===== src/hdl/sram_adapter_pkg.sv =====
/*
 * widths, typedefs and enums shared by the TileLink to SRAM bridge
 * A/D opcodes, request kinds, atomic FSM states and ALU function codes
 */
`default_nettype none

package sram_adapter_pkg;

  // bus geometry
  localparam int TlDw     = 32;
  localparam int TlDbw    = 4;
  localparam int TlAw     = 32;
  localparam int TlSzw    = 2;
  localparam int TlAiw    = 8;
  localparam int SramAw   = 10;
  localparam int RspDepth = 4;

  // response FIFO pointer and occupancy widths
  localparam int RspPtrW = $clog2(RspDepth);
  localparam int RspCntW = $clog2(RspDepth + 1);

  typedef logic [TlDw-1:0]   tl_data_t;
  typedef logic [TlDbw-1:0]  tl_mask_t;
  typedef logic [TlAw-1:0]   tl_addr_t;
  typedef logic [TlSzw-1:0]  tl_size_t;
  typedef logic [TlAiw-1:0]  tl_source_t;
  typedef logic [2:0]        tl_param_t;
  typedef logic [SramAw-1:0] sram_addr_t;

  // A channel opcodes, TileLink encoding
  typedef enum logic [2:0] {
    PutFullData    = 3'h0,
    PutPartialData = 3'h1,
    ArithmeticData = 3'h2,
    LogicalData    = 3'h3,
    Get            = 3'h4
  } tl_a_op_e;

  // D channel opcodes
  typedef enum logic [2:0] {
    AccessAck     = 3'h0,
    AccessAckData = 3'h1
  } tl_d_op_e;

  // request class after decode
  typedef enum logic [1:0] {
    KindRead,
    KindWrite,
    KindAtomic,
    KindError
  } req_kind_e;

  // read-modify-write sequencer
  typedef enum logic [1:0] {
    AtIdle,
    AtRead,
    AtWrite
  } atomic_state_e;

  // logical atomics, carried in a_param
  localparam tl_param_t AluXor  = 3'd0;
  localparam tl_param_t AluOr   = 3'd1;
  localparam tl_param_t AluAnd  = 3'd2;
  localparam tl_param_t AluSwap = 3'd3;

  // arithmetic atomics, carried in a_param
  localparam tl_param_t AluMin  = 3'd0;
  localparam tl_param_t AluMax  = 3'd1;
  localparam tl_param_t AluMinu = 3'd2;
  localparam tl_param_t AluMaxu = 3'd3;
  localparam tl_param_t AluAdd  = 3'd4;

endpackage

`default_nettype wire


===== src/hdl/atomic_alu.sv =====
/*
 * logical and arithmetic atomic operations on one TL word
 */
`timescale 1ns/1ps
`default_nettype none

module atomic_alu import sram_adapter_pkg::*; (
  // 1 for LogicalData, 0 for ArithmeticData
  input  wire logic      logical_i,
  input  wire tl_param_t function_i,
  // op1 is the A channel operand, op2 the word held in the SRAM
  input  wire tl_data_t  op1_i,
  input  wire tl_data_t  op2_i,
  output tl_data_t       result_o
);

  logic     lt_signed;
  logic     lt_unsigned;
  tl_data_t sum;

  // compares cover the full word regardless of the mask
  assign lt_signed   = $signed(op1_i) < $signed(op2_i);
  assign lt_unsigned = op1_i < op2_i;
  assign sum         = op1_i + op2_i;

  always_comb begin
    // unknown codes leave the stored word unchanged
    result_o = op2_i;
    if (logical_i) begin
      case (function_i)
        AluXor:  result_o = op1_i ^ op2_i;
        AluOr:   result_o = op1_i | op2_i;
        AluAnd:  result_o = op1_i & op2_i;
        AluSwap: result_o = op1_i;
        default: ;
      endcase
    end else begin
      case (function_i)
        AluMin:  result_o = lt_signed ? op1_i : op2_i;
        AluMax:  result_o = lt_signed ? op2_i : op1_i;
        AluMinu: result_o = lt_unsigned ? op1_i : op2_i;
        AluMaxu: result_o = lt_unsigned ? op2_i : op1_i;
        // wraps, no carry out
        AluAdd:  result_o = sum;
        default: ;
      endcase
    end
  end

endmodule

`default_nettype wire


===== src/hdl/tl_req_decode.sv =====
/*
 * stage 1 of the bridge: A request classification and a_ready
 */
`timescale 1ns/1ps
`default_nettype none

module tl_req_decode import sram_adapter_pkg::*; (
  input  wire logic      clk_i,
  input  wire logic      rst_ni,
  // A channel control
  input  wire logic      a_valid_i,
  input  wire tl_a_op_e  a_opcode_i,
  input  wire tl_size_t  a_size_i,
  output logic           a_ready_o,
  // SRAM grant for the access that goes out with this beat
  input  wire logic      gnt_i,
  // room in the response queue, two free entries at least
  input  wire logic      credit_i,
  // atomic still owns the SRAM
  input  wire logic      busy_i,
  output logic           accept_o,
  output req_kind_e      kind_o
);

  // largest size handled in a single beat, log2 of the byte lanes
  localparam tl_size_t WordSize = tl_size_t'($clog2(TlDbw));

  logic ready_en_q;
  logic path_free;

  // holds a_ready low in the first cycle out of reset
  always_ff @(posedge clk_i or negedge rst_ni) begin
    if (!rst_ni) begin
      ready_en_q <= 1'b0;
    end else begin
      ready_en_q <= 1'b1;
    end
  end

  // opcode and size classification
  always_comb begin
    case (a_opcode_i)
      Get: begin
        kind_o = KindRead;
      end
      PutFullData, PutPartialData: begin
        kind_o = KindWrite;
      end
      ArithmeticData, LogicalData: begin
        kind_o = KindAtomic;
      end
      default: begin
        kind_o = KindError;
      end
    endcase
    // bursts are not supported, answered with an error
    if (a_size_i > WordSize) begin
      kind_o = KindError;
    end
  end

  // response slot reserved and no atomic in progress
  assign path_free = ready_en_q && credit_i && !busy_i;

  // error requests skip the SRAM, so they need no grant
  assign a_ready_o = path_free && (gnt_i || (kind_o == KindError));

  // one pulse per A transfer
  assign accept_o = a_valid_i && a_ready_o;

endmodule

`default_nettype wire


===== src/hdl/sram_access.sv =====
/*
 * stage 2 of the bridge: SRAM request, in-flight tag, atomic FSM
 * and the response push toward the D queue
 */
`timescale 1ns/1ps
`default_nettype none

module sram_access import sram_adapter_pkg::*; (
  input  wire logic       clk_i,
  input  wire logic       rst_ni,
  // from decode
  input  wire logic       accept_i,
  input  wire req_kind_e  kind_i,
  // live A request fields
  input  wire logic       a_valid_i,
  input  wire tl_a_op_e   a_opcode_i,
  input  wire tl_param_t  a_param_i,
  input  wire tl_size_t   a_size_i,
  input  wire tl_source_t a_source_i,
  input  wire tl_addr_t   a_address_i,
  input  wire tl_mask_t   a_mask_i,
  input  wire tl_data_t   a_data_i,
  // SRAM port
  output logic            req_o,
  input  wire logic       gnt_i,
  output logic            we_o,
  output sram_addr_t      addr_o,
  output tl_data_t        wdata_o,
  output tl_data_t        wmask_o,
  input  wire tl_data_t   rdata_i,
  input  wire logic       rvalid_i,
  input  wire logic [1:0] rerror_i,
  // to decode
  output logic            busy_o,
  // to the response queue
  output logic            push_o,
  output req_kind_e       push_kind_o,
  output tl_source_t      push_source_o,
  output tl_size_t        push_size_o,
  output tl_data_t        push_data_o,
  output logic            push_error_o
);

  atomic_state_e state_q, state_d;

  // in-flight tag, one request deep
  logic       pend_q;
  req_kind_e  kind_q;
  tl_source_t source_q;
  tl_size_t   size_q;
  tl_mask_t   mask_q;
  tl_data_t   operand_q;
  tl_param_t  param_q;
  logic       logical_q;
  sram_addr_t addr_q;
  // old word kept while the atomic write waits for its grant
  tl_data_t   old_q;

  tl_data_t a_bitmask;
  tl_data_t tag_bitmask;
  tl_data_t mem_word;
  tl_data_t alu_result;
  logic     rd_kind;

  // byte lanes to bit lanes
  always_comb begin
    for (int i = 0; i < TlDbw; i++) begin
      a_bitmask[8*i +: 8]   = {8{a_mask_i[i]}};
      tag_bitmask[8*i +: 8] = {8{mask_q[i]}};
    end
  end

  // rdata is only there in the AtRead cycle
  assign mem_word = (state_q == AtWrite) ? old_q : rdata_i;

  atomic_alu u_alu (
    .logical_i  (logical_q),
    .function_i (param_q),
    .op1_i      (operand_q),
    .op2_i      (mem_word),
    .result_o   (alu_result)
  );

  // SRAM drive: live A beat when idle, write-back otherwise
  always_comb begin
    req_o   = 1'b0;
    we_o    = 1'b0;
    addr_o  = a_address_i[2 +: SramAw];
    wdata_o = '0;
    wmask_o = '0;
    case (state_q)
      AtIdle: begin
        // atomics start with a plain read of the word
        req_o = accept_i && (kind_i != KindError);
        we_o  = accept_i && (kind_i == KindWrite);
        if (a_valid_i) begin
          wdata_o = a_data_i & a_bitmask;
          wmask_o = a_bitmask;
        end
      end
      AtRead, AtWrite: begin
        req_o   = 1'b1;
        we_o    = 1'b1;
        addr_o  = addr_q;
        // only the masked bytes take the ALU result
        wdata_o = alu_result & tag_bitmask;
        wmask_o = tag_bitmask;
      end
      default: ;
    endcase
  end

  // atomic sequencer
  always_comb begin
    state_d = state_q;
    case (state_q)
      AtIdle: begin
        if (accept_i && (kind_i == KindAtomic)) begin
          state_d = AtRead;
        end
      end
      AtRead: begin
        state_d = gnt_i ? AtIdle : AtWrite;
      end
      AtWrite: begin
        if (gnt_i) begin
          state_d = AtIdle;
        end
      end
      default: begin
        state_d = AtIdle;
      end
    endcase
  end

  always_ff @(posedge clk_i or negedge rst_ni) begin
    if (!rst_ni) begin
      state_q <= AtIdle;
      pend_q  <= 1'b0;
    end else begin
      state_q <= state_d;
      pend_q  <= accept_i;
    end
  end

  // tag capture on acceptance
  always_ff @(posedge clk_i) begin
    if (accept_i) begin
      kind_q    <= kind_i;
      source_q  <= a_source_i;
      size_q    <= a_size_i;
      mask_q    <= a_mask_i;
      operand_q <= a_data_i;
      param_q   <= a_param_i;
      logical_q <= (a_opcode_i == LogicalData);
      addr_q    <= a_address_i[2 +: SramAw];
    end
    if (state_q == AtRead) begin
      old_q <= rdata_i;
    end
  end

  assign busy_o = (state_q != AtIdle);

  // reads and atomics wait for rvalid, one cycle after acceptance anyway
  assign rd_kind       = (kind_q == KindRead) || (kind_q == KindAtomic);
  assign push_o        = pend_q && (!rd_kind || rvalid_i);
  assign push_kind_o   = kind_q;
  assign push_source_o = source_q;
  assign push_size_o   = size_q;
  // masked-off bytes return zero
  assign push_data_o   = rd_kind ? (rdata_i & tag_bitmask) : '0;
  // uncorrectable error only
  assign push_error_o  = rd_kind && rerror_i[1];

endmodule

`default_nettype wire


===== src/hdl/tl_rsp_queue.sv =====
/*
 * stage 3 of the bridge: in-order response FIFO driving the D channel
 */
`timescale 1ns/1ps
`default_nettype none

module tl_rsp_queue import sram_adapter_pkg::*; (
  input  wire logic       clk_i,
  input  wire logic       rst_ni,
  // push side from the SRAM stage
  input  wire logic       push_i,
  input  wire req_kind_e  push_kind_i,
  input  wire tl_source_t push_source_i,
  input  wire tl_size_t   push_size_i,
  input  wire tl_data_t   push_data_i,
  input  wire logic       push_error_i,
  // at least two free entries
  output logic            credit_o,
  // D channel
  output logic            d_valid_o,
  input  wire logic       d_ready_i,
  output tl_d_op_e        d_opcode_o,
  output tl_size_t        d_size_o,
  output tl_source_t      d_source_o,
  output tl_data_t        d_data_o,
  output logic            d_error_o
);

  // entry storage
  tl_d_op_e   opcode_mem [RspDepth];
  tl_size_t   size_mem   [RspDepth];
  tl_source_t source_mem [RspDepth];
  tl_data_t   data_mem   [RspDepth];
  logic       error_mem  [RspDepth];

  logic [RspPtrW-1:0] wr_ptr_q;
  logic [RspPtrW-1:0] rd_ptr_q;
  logic [RspCntW-1:0] count_q;

  tl_d_op_e push_opcode;
  logic     push_err;
  logic     pop;

  function automatic logic [RspPtrW-1:0] ptr_inc(input logic [RspPtrW-1:0] ptr);
    return (ptr == RspPtrW'(RspDepth - 1)) ? '0 : ptr + 1'b1;
  endfunction

  // data-carrying ack for reads and atomics
  assign push_opcode = ((push_kind_i == KindRead) || (push_kind_i == KindAtomic)) ?
                       AccessAckData : AccessAck;
  assign push_err    = (push_kind_i == KindError) || push_error_i;

  assign pop = d_valid_o && d_ready_i;

  always_ff @(posedge clk_i) begin
    if (push_i) begin
      opcode_mem[wr_ptr_q] <= push_opcode;
      size_mem[wr_ptr_q]   <= push_size_i;
      source_mem[wr_ptr_q] <= push_source_i;
      data_mem[wr_ptr_q]   <= push_data_i;
      error_mem[wr_ptr_q]  <= push_err;
    end
  end

  always_ff @(posedge clk_i or negedge rst_ni) begin
    if (!rst_ni) begin
      wr_ptr_q <= '0;
      rd_ptr_q <= '0;
      count_q  <= '0;
    end else begin
      if (push_i) begin
        wr_ptr_q <= ptr_inc(wr_ptr_q);
      end
      if (pop) begin
        rd_ptr_q <= ptr_inc(rd_ptr_q);
      end
      case ({push_i, pop})
        2'b10:   count_q <= count_q + 1'b1;
        2'b01:   count_q <= count_q - 1'b1;
        default: ;
      endcase
    end
  end

  // one slot for the response in flight, one for the next acceptance
  assign credit_o = (count_q <= RspCntW'(RspDepth - 2));

  // head entry straight from the storage flops
  assign d_valid_o  = (count_q != '0);
  assign d_opcode_o = opcode_mem[rd_ptr_q];
  assign d_size_o   = size_mem[rd_ptr_q];
  assign d_source_o = source_mem[rd_ptr_q];
  assign d_data_o   = data_mem[rd_ptr_q];
  assign d_error_o  = error_mem[rd_ptr_q];

endmodule

`default_nettype wire


===== src/hdl/tl_sram_adapter.sv =====
/*
 * TileLink A/D to single-port SRAM bridge, three pipeline stages
 */
`timescale 1ns/1ps
`default_nettype none

module tl_sram_adapter import sram_adapter_pkg::*; (
  input  wire logic       clk_i,
  input  wire logic       rst_ni,
  // A channel
  input  wire logic       a_valid_i,
  output logic            a_ready_o,
  input  wire tl_a_op_e   a_opcode_i,
  input  wire tl_param_t  a_param_i,
  input  wire tl_size_t   a_size_i,
  input  wire tl_source_t a_source_i,
  input  wire tl_addr_t   a_address_i,
  input  wire tl_mask_t   a_mask_i,
  input  wire tl_data_t   a_data_i,
  // D channel
  output logic            d_valid_o,
  input  wire logic       d_ready_i,
  output tl_d_op_e        d_opcode_o,
  output tl_size_t        d_size_o,
  output tl_source_t      d_source_o,
  output tl_data_t        d_data_o,
  output logic            d_error_o,
  // SRAM
  output logic            req_o,
  input  wire logic       gnt_i,
  output logic            we_o,
  output sram_addr_t      addr_o,
  output tl_data_t        wdata_o,
  output tl_data_t        wmask_o,
  input  wire tl_data_t   rdata_i,
  input  wire logic       rvalid_i,
  // bit 1 uncorrectable, bit 0 correctable
  input  wire logic [1:0] rerror_i
);

  logic       accept;
  req_kind_e  kind;
  logic       busy;
  logic       credit;
  logic       push;
  req_kind_e  push_kind;
  tl_source_t push_source;
  tl_size_t   push_size;
  tl_data_t   push_data;
  logic       push_error;

  tl_req_decode u_decode (
    .clk_i      (clk_i),
    .rst_ni     (rst_ni),
    .a_valid_i  (a_valid_i),
    .a_opcode_i (a_opcode_i),
    .a_size_i   (a_size_i),
    .a_ready_o  (a_ready_o),
    .gnt_i      (gnt_i),
    .credit_i   (credit),
    .busy_i     (busy),
    .accept_o   (accept),
    .kind_o     (kind)
  );

  sram_access u_access (
    .clk_i         (clk_i),
    .rst_ni        (rst_ni),
    .accept_i      (accept),
    .kind_i        (kind),
    .a_valid_i     (a_valid_i),
    .a_opcode_i    (a_opcode_i),
    .a_param_i     (a_param_i),
    .a_size_i      (a_size_i),
    .a_source_i    (a_source_i),
    .a_address_i   (a_address_i),
    .a_mask_i      (a_mask_i),
    .a_data_i      (a_data_i),
    .req_o         (req_o),
    .gnt_i         (gnt_i),
    .we_o          (we_o),
    .addr_o        (addr_o),
    .wdata_o       (wdata_o),
    .wmask_o       (wmask_o),
    .rdata_i       (rdata_i),
    .rvalid_i      (rvalid_i),
    .rerror_i      (rerror_i),
    .busy_o        (busy),
    .push_o        (push),
    .push_kind_o   (push_kind),
    .push_source_o (push_source),
    .push_size_o   (push_size),
    .push_data_o   (push_data),
    .push_error_o  (push_error)
  );

  tl_rsp_queue u_rsp_queue (
    .clk_i         (clk_i),
    .rst_ni        (rst_ni),
    .push_i        (push),
    .push_kind_i   (push_kind),
    .push_source_i (push_source),
    .push_size_i   (push_size),
    .push_data_i   (push_data),
    .push_error_i  (push_error),
    .credit_o      (credit),
    .d_valid_o     (d_valid_o),
    .d_ready_i     (d_ready_i),
    .d_opcode_o    (d_opcode_o),
    .d_size_o      (d_size_o),
    .d_source_o    (d_source_o),
    .d_data_o      (d_data_o),
    .d_error_o     (d_error_o)
  );

endmodule

`default_nettype wire


===== config.mk =====
export PLATFORM = sky130hd
export DESIGN_NAME = tl_sram_adapter
export DESIGN_NICKNAME = d
export VERILOG_FILES = /design/src/hdl/sram_adapter_pkg.sv /design/src/hdl/atomic_alu.sv /design/src/hdl/tl_req_decode.sv /design/src/hdl/sram_access.sv /design/src/hdl/tl_rsp_queue.sv /design/src/hdl/tl_sram_adapter.sv
export SDC_FILE = /design/constraint.sdc
export NUM_CORES = 1
export LEC_CHECK = 0
export ABC_AREA = 1
export BUFFER_PORTS_ARGS = -buffer_cell sky130_fd_sc_hd__buf_2
export CORE_MARGIN = 2
export CORE_UTILIZATION = 55
export CTS_BUF_LIST = sky130_fd_sc_hd__clkbuf_16
export DETAILED_ROUTE_END_ITERATION = 10
export PLACE_DENSITY = 0.76
export SLEW_MARGIN = 10
export SYNTH_ARGS = -nofsm -noshare
export SYNTH_HDL_FRONTEND = slang
export SYNTH_HIERARCHICAL = 1
export SYNTH_SLANG_ARGS = --single-unit

===== constraint.sdc =====
create_clock -name clk_i -period 6.55 [get_ports clk_i]
set_input_delay 1.31 -clock clk_i [delete_from_list [all_inputs] [get_ports clk_i]]
set_output_delay 1.31 -clock clk_i [all_outputs]
set_load 0.02 [all_outputs]

=== Word level (Yosys, flattened, before mapping) ===
Memories as Yosys holds them, arrays and structs flattened.
Index checks and enable logic that the tools add are counted.

* Register bits: 105
* Memory bits (writable): 176
* Input port bits: 124
* Output and inout port bits: 124
* Logic and storage cells: 112
* Memories: 5

{| class="wikitable"
|+ Memory list
! memory !! depth !! width !! rd ports !! clocked after Yosys merged registers in !! write ports !! line !! source
|-
| u_rsp_queue.data_mem || 4 || 32 || 1 || 0 || 1 || tl_rsp_queue.sv:33 || <nowiki>tl_data_t data_mem [RspDepth];</nowiki>
|-
| u_rsp_queue.source_mem || 4 || 8 || 1 || 0 || 1 || tl_rsp_queue.sv:32 || <nowiki>tl_source_t source_mem [RspDepth];</nowiki>
|-
| u_rsp_queue.size_mem || 4 || 2 || 1 || 0 || 1 || tl_rsp_queue.sv:31 || <nowiki>tl_size_t size_mem [RspDepth];</nowiki>
|-
| u_rsp_queue.error_mem || 4 || 1 || 1 || 0 || 1 || tl_rsp_queue.sv:34 || <nowiki>logic error_mem [RspDepth];</nowiki>
|-
| u_rsp_queue.opcode_mem || 4 || 1 || 1 || 0 || 1 || tl_rsp_queue.sv:30 || <nowiki>tl_d_op_e opcode_mem [RspDepth];</nowiki>
|}

* Add/sub/neg operators: 5
* $lt $le $gt $ge: 4
* Eq/ne operators: 22
* Mux-type cells: 28
* Bitwise operators: 6
* Reduce and logical (&&, ||, !) cells: 27

{| class="wikitable"
|+ Operators with widths
! operator !! number
|-
| 32-bit two-way mux || 9
|-
| 32-bit one-hot mux with 5 select lines || 1
|-
| 32-bit AND || 4
|-
| 32-bit one-hot mux with 2 select lines || 2
|-
| 32-bit one-hot mux with 4 select lines || 1
|-
| 32-bit < comparator || 2
|-
| 32-bit adder || 1
|-
| 32-bit bitwise OR || 1
|-
| 32-bit bitwise XOR || 1
|-
| 2-bit equality test (second input constant) || 8
|-
| 3-bit by 2-bit equality test with 1-bit output (second input constant) || 4
|-
| 2-bit two-way mux || 6
|-
| 2-bit one-hot mux with 3 select lines || 2
|-
| 1-bit logical AND || 10
|-
| 10-bit two-way mux || 1
|-
| 2-bit by 1-bit equality test with 1-bit output (second input constant) || 3
|-
| 3-bit by 1-bit equality test with 1-bit output (second input constant) || 2
|-
| 3-bit equality test (second input constant) || 2
|-
| 3-bit zero test || 2
|-
| 3-bit one-hot mux with 2 select lines || 1
|-
| 2-bit OR reduction || 3
|-
| 2-bit by 1-bit adder with 2-bit output (second input constant) || 2
|-
| 2-bit zero test || 2
|-
| 1-bit logical OR || 4
|-
| 12 further kinds || 18
|}

=== Depth between registers and ports, before layout ===
* Word-level depth: 11
* Depth in mapped cells: 30
* Depth with buffers taken out: 27

=== Cells and area by module ===
The synthesis kept the hierarchy.

{| class="wikitable"
|+ By module, submodules not included
! module !! times used !! cells each !! area an instance (um2)
|-
| tl_rsp_queue || 1 || 576 || 7561.0
|-
| atomic_alu || 1 || 1297 || 6901.6
|-
| sram_access || 1 || 451 || 4494.3
|-
| tl_req_decode || 1 || 15 || 93.8
|}

=== Least setup slack after synthesis ===
Ideal clock, no wire load.

* Path kind: in2out
* Start point: input rdata_i[23]
* End point: output wdata_o[30]
* Arrival: 4.153 ns
* Required time: 5.240 ns
* Path slack: 1.087 ns
* Cell stages on the path: 21
* Path buffers: 2
* Path through: inv_1 -> o21ai_0 -> inv_1 -> ha_1 -> nor2_2 -> nand2_1 -> nor2_1 -> nand4_1 -> and2b_1 -> nand2_2 -> nand2_2 -> nand2_2 -> buf_4 -> buf_4 -> nand3_1 -> nand3_1 -> nand4_1 -> nand2_1 -> nand2_1 -> nand2_1 -> a21oi_1

* Cells in the longest elaborated chain, start to end: 7
* Elaborated cells on any way between the ends: 12
* Those cells by class: 1 x add/sub; 2 x order compare; 8 x mux; 1 x bitwise

{| class="wikitable"
|+ RTL lines
! what !! line !! source
|-
| from (decl) || tl_sram_adapter.sv:35 || <nowiki>input wire tl_data_t rdata_i,</nowiki>
|-
| 32-bit two-way mux (*) || sram_access.sv:74 || <nowiki>assign mem_word = (state_q == AtWrite) ? old_q : rdata_i;</nowiki>
|-
| net u_access.mem_word[23] || sram_access.sv:61 || <nowiki>tl_data_t mem_word;</nowiki>
|-
| 32-bit < comparator, on equally long branches || atomic_alu.sv:23, atomic_alu.sv:22 ||
|-
| 32-bit two-way mux, on equally long branches || n/a ||
|-
| 32-bit one-hot mux with 5 select lines (*) || atomic_alu.sv:38 || <nowiki>case (function_i)</nowiki>
|-
| 32-bit two-way mux (*) || atomic_alu.sv:29 || <nowiki>if (logical_i) begin</nowiki>
|-
| net u_access.alu_result[30] || sram_access.sv:62 || <nowiki>tl_data_t alu_result;</nowiki>
|-
| 32-bit AND (*) || sram_access.sv:106 || <nowiki>wdata_o = alu_result & tag_bitmask;</nowiki>
|-
| 32-bit one-hot mux with 2 select lines (*) || sram_access.sv:91 || <nowiki>case (state_q)</nowiki>
|-
| to (decl) || tl_sram_adapter.sv:33 || <nowiki>output tl_data_t wdata_o,</nowiki>
|}

Mark *: on every way through the listed nets, which the timed path passes. The rest lies on a longest branch.

=== Worst setup path after layout ===
* Start point: register u_access.state_q[0]
* End point: output wdata_o[25]

* Cells in the longest elaborated chain, start to end: 8
* Elaborated cells on any way between the ends: 20
* Those cells by class: 1 x add/sub; 2 x order compare; 2 x eq/ne; 9 x mux; 4 x bitwise; 2 x reduce/logical

{| class="wikitable"
|+ RTL lines
! what !! line !! source
|-
| from (decl) || sram_access.sv:44 || <nowiki>atomic_state_e state_q, state_d;</nowiki>
|-
| from (signal assigned) || sram_access.sv:138 || <nowiki>state_q <= AtIdle;</nowiki>
|-
| from (signal assigned) || sram_access.sv:141 || <nowiki>state_q <= state_d;</nowiki>
|-
| 2-bit equality test (*) || sram_access.sv:74 ||
|-
| 32-bit two-way mux (*) || sram_access.sv:74 ||
|-
| net u_access.mem_word[17] || sram_access.sv:61 ||
|-
| 32-bit < comparator, on equally long branches || atomic_alu.sv:23, atomic_alu.sv:22 ||
|-
| 32-bit two-way mux, on equally long branches || n/a ||
|-
| 32-bit one-hot mux with 5 select lines (*) || atomic_alu.sv:38 ||
|-
| 32-bit two-way mux (*) || atomic_alu.sv:29 ||
|-
| net u_access.alu_result[25] || sram_access.sv:62 ||
|-
| 32-bit AND (*) || sram_access.sv:106 ||
|-
| 32-bit one-hot mux with 2 select lines (*) || sram_access.sv:91 ||
|}

Marks and branches as above.

==> impl_metrics.env <==
export IMPL_status="complete, no violations"
export IMPL_coreArea_mm2=0.0343
export IMPL_pre_cts_slack_ns=0.170
export IMPL_synth_area_mm2=0.0191
export IMPL_grt_max_degree=118
export IMPL_cts_tree="yes"
export IMPL_drt_total_wl_mm=60.6
export IMPL_drive_gt1_share_pct=16.1
export IMPL_routedWlPerCell_um=20.0
export IMPL_fillers=2912
export IMPL_yosysSeqAreaShare_pct=44.0
export IMPL_fin_setup_tns_ns=0
export IMPL_synth_largest_area_cell="edfxtp_1"
export IMPL_cts_hold_buffers=0
export IMPL_rrSetupSlack_ns=3.40
export IMPL_worst_r2r_path_depth=12
export IMPL_finClkSkew_ns=0.00854
export IMPL_start_kind="flip-flop"
export IMPL_hold_viol=0
export IMPL_whs_endpoint="u_rsp_queue/source_mem[2][7]"
export IMPL_finalPower_mw=8.20
export IMPL_cp_data_required_time_ns=5.24
export IMPL_vias=17522
export IMPL_ys_ff_latch=281
export IMPL_grt_first_pass_wirelength_mm=91.7
export IMPL_fp_dieW_um=190
export IMPL_ctsRootBufferMaster="clkbuf_16"
export IMPL_worstPathMaxFanout=38
export IMPL_synth_main_ff_cell="edfxtp_1"
export IMPL_r2r_start="u_access/state_q[0]"
export IMPL_async_reset_ff_share_pct=3.91
export IMPL_synth_area_leaders="edfxtp_1 43%, nand2_1 13%, ha_1 7.0%"
export IMPL_synth_cells=2339
export IMPL_cts_clk_slew_worst_paths_ns=0.06
export IMPL_ys_warn_count=6
export IMPL_path_class="reg -> out"
export IMPL_area_growth_pct=13.4
export IMPL_synth_compound_area_share_pct=14.1
export IMPL_dp_cells=2962
export IMPL_vdd_drop_max_uv=334
export IMPL_slew_viol_final=0
export IMPL_synthXorXnorAreaFrac_pct=0.138
export IMPL_power_leakage_nw=9.84
export IMPL_synthSimpleGateAreaFrac_pct=23.8
export IMPL_final_cells=3025
export IMPL_worstSetupEndpointType="output pin"
export IMPL_max_slew_margin_pct=17.5
export IMPL_first_global_vias=16542
export IMPL_cts_sinks=281
export IMPL_clk_path_buf_depth=3
export IMPL_h_tree_depth=1
export IMPL_row_count=68
export IMPL_via_per_inst=5.79
export IMPL_cap_violations=0
export IMPL_min_from="u_access/push_source_o[7]"
export IMPL_clock_fmax_mhz=160
export IMPL_muxShareOfSynthArea_pct=0
export IMPL_pwr_density_cell_mw_per_mm2=380
export IMPL_drt_pass1_iter_count=6
export IMPL_grt_usage_pct=32.9
export IMPL_timing_rr_end="u_access/state_q[0]"
export IMPL_start_util_pct=55.6
export IMPL_setup_slack_ns=0.291
export IMPL_worst_pin_slew_ns=1.24
export IMPL_portBuffers=222
export IMPL_synth_top_family_by_area="simple AND/OR/NAND/NOR gates"
export IMPL_period_minus_slack_ns=6.26
export IMPL_hp_class="reg -> reg"
export IMPL_fp_dieH_um=190
export IMPL_synth_edf_count=270
export IMPL_arrival_ns=4.95
export IMPL_first_iter_violations=1932
export IMPL_insertion_delay_ns=0.57
export IMPL_place_gp_congestion=1.04
export IMPL_rsz0062_at_grt="false"
export IMPL_synth_top_cell_area_share_pct=42.6
export IMPL_setup_viol=0
export IMPL_cts_inserted_buffers=30
export IMPL_avgSynthCellArea_um2=8.14
export IMPL_postRouteAntennaNets=0
export IMPL_final_period_utilization_pct=95.6
export IMPL_boundaryPins=248
export IMPL_gr_total_overflow=0
export IMPL_antenna_found_initial=9
export IMPL_drc=0
export IMPL_dp_final_hpwl_mm=41.8
export IMPL_synth_fa_ha_area_share_pct=7.24
export IMPL_hold_depth=0
export IMPL_nets=2773
export IMPL_die_area_mm2=0.0361
export IMPL_synthDistinctLibCells=50
registers in the layout, summed over array words and instances (netlist names), 2 cells and up:
register,count
u_access/push_source_o,8
u_access/addr_q,10
u_rsp_queue/opcode_mem,4
u_access/mask_q,4
u_rsp_queue/data_mem,128
u_rsp_queue/size_mem,8
u_access/old_q,32
u_access/param_q,3
u_access/operand_q,32
u_access/push_kind_o,2
u_rsp_queue/count_q,3
u_access/state_q,2
u_rsp_queue/rd_ptr_q,2
u_rsp_queue/error_mem,4
u_rsp_queue/source_mem,32
u_rsp_queue/wr_ptr_q,2
u_access/push_size_o,2
layer usage:
layer  routed length (µm)  vias to the layer above  GRT usage [%]
li1                     -                     8238              -
met5                   30                        -              0
met2                27400                     1002           53.6
met4                 2800                        6           14.8
met3                 5950                      179           5.63
met1                24400                     8097           43.2
cell families after synthesis:
logic type / count (synthesis)
compound gates: 422
xor+xnor: 3
fa+ha+maj: 109
buf+inv: 442
flops: 281
other cells: 2
simple gates: 1080
where the power goes:
group | internal, mW | switching (mW) | total [mW]
clock network | 1.09 | 0.707 | 1.80
registers | 2.17 | 0.194 | 2.37
logic | 1.24 | 2.79 | 4.03
total | 4.51 | 3.69 | 8.20
per-stage QoR:
step / area, µm² / hold slack (ns) / util (%)
6_report: 21600 / 0.497 / 63.0
5_1_grt: 21600 / 0.511 / 63.0
4_1_cts: 21600 / 0.500 / 62.9
3_5_place_dp: 20500 / 0.484 / 59.8
3_3_place_gp: 20500 / 0.470 / 59.8
2_1_floorplan: 19100 / 0.459 / -
cell usage after synthesis (2+ instances only):
cell and instances:
nor2_2 4, clkbuf_1 36, nor3_1 9, ha_1 107
inv_1 295, nand3b_1 2, fa_1 2, clkbuf_2 2
xnor2_1 2, conb_1 2, o21ai_0 127, or2_2 2
dfrtp_1 11, buf_6 21, a22oi_1 2, nand2_4 3
nand3_1 198, buf_2 36, o211ai_2 13, buf_4 39
a31oi_1 4, nand4_1 21, edfxtp_1 270, nor4_1 2
nor3_4 2, nor2_1 140, a21o_1 3, nand2_2 13
o31ai_1 2, o211ai_1 86, o21a_1 6, nand2_1 672
o21bai_1 18, a21oi_1 105, o221ai_1 27, nand3_2 9
a221oi_1 12, buf_1 2, o22ai_1 13, clkinv_1 2
inv_2 8
timing repair:
item / 4_1_cts / 5_1_grt
setup buffers: 0 / 1
resized for setup: 1 / 9
endpoints found under the hold margin: 0 / 0
endpoints found under the setup margin: 2 / 32
critical path, cell delays in order (launching register included):
cell     delay, ns
dfrtp_1       0.42
inv_1         0.16
ha_4          0.28
buf_12        0.21
nand2_1       0.06
o21ai_0       0.08
buf_4         0.17
inv_1         0.09
ha_1          0.44
inv_1         0.17
nand2_1       0.09
nand2_1       0.05
nand2_1       0.05
nand2_1       0.05
nand2_1       0.08
nand2_1       0.09
a21oi_4       0.20
buf_4         0.24
nand3_2       0.11
buf_4         0.26
nand3_1       0.13
nand3_1       0.09
nand4_1       0.12
nand2_1       0.05
nand2_1       0.11
nand2_1       0.07
a21oi_1       0.24
buf_2         0.22
how the worst max path moves through the flow:
stage | from | to | slack, ns
floorplan | rdata_i[23] | wdata_o[30] | 1.09
global placement | rdata_i[29] | wdata_o[19] | 0.23
detailed placement | rdata_i[29] | wdata_o[19] | 0.17
CTS | u_access/state_q[0] | wdata_o[7] | 0.11
global route | u_access/state_q[0] | wdata_o[30] | 0.01
finish | u_access/state_q[0] | wdata_o[25] | 0.29
placed cells by master, fill, tap and decap left out, types with 4 or more instances in the layout:
master       n
diode_2      6
nor3_1       8
ha_1       105
nand4_1     21
o21bai_1    18
buf_4       82
nand2_1    672
clkinv_2     4
o221ai_1    27
a21oi_1    105
inv_2        8
nor2_1     139
nand2_2     13
buf_2      222
nor2_2       4
nand3_2      9
o21ai_0    120
edfxtp_1   270
inv_1      298
nand3_1    198
o211ai_2    13
o21ai_1      7
o211ai_1    86
clkbuf_16   31
a31oi_1      4
dfrtp_1     10
clkinv_1     9
o22ai_1     13
a221oi_1    12
bufinv_16    6
o21a_1       6
final cells by class:
cell class	count	area (µm²)	area share (%)
multi-input cells	1617	8680	40.2
flip-flops and latches	281	8390	38.8
repair buffers	305	1750	8.08
inverters	305	1140	5.30
clock buffers	31	776	3.59
well taps	455	569	2.64
clock inverters	25	283	1.31
diodes	6	15.0	0.0695
Note: power is estimated with default switching activity, not from simulation.
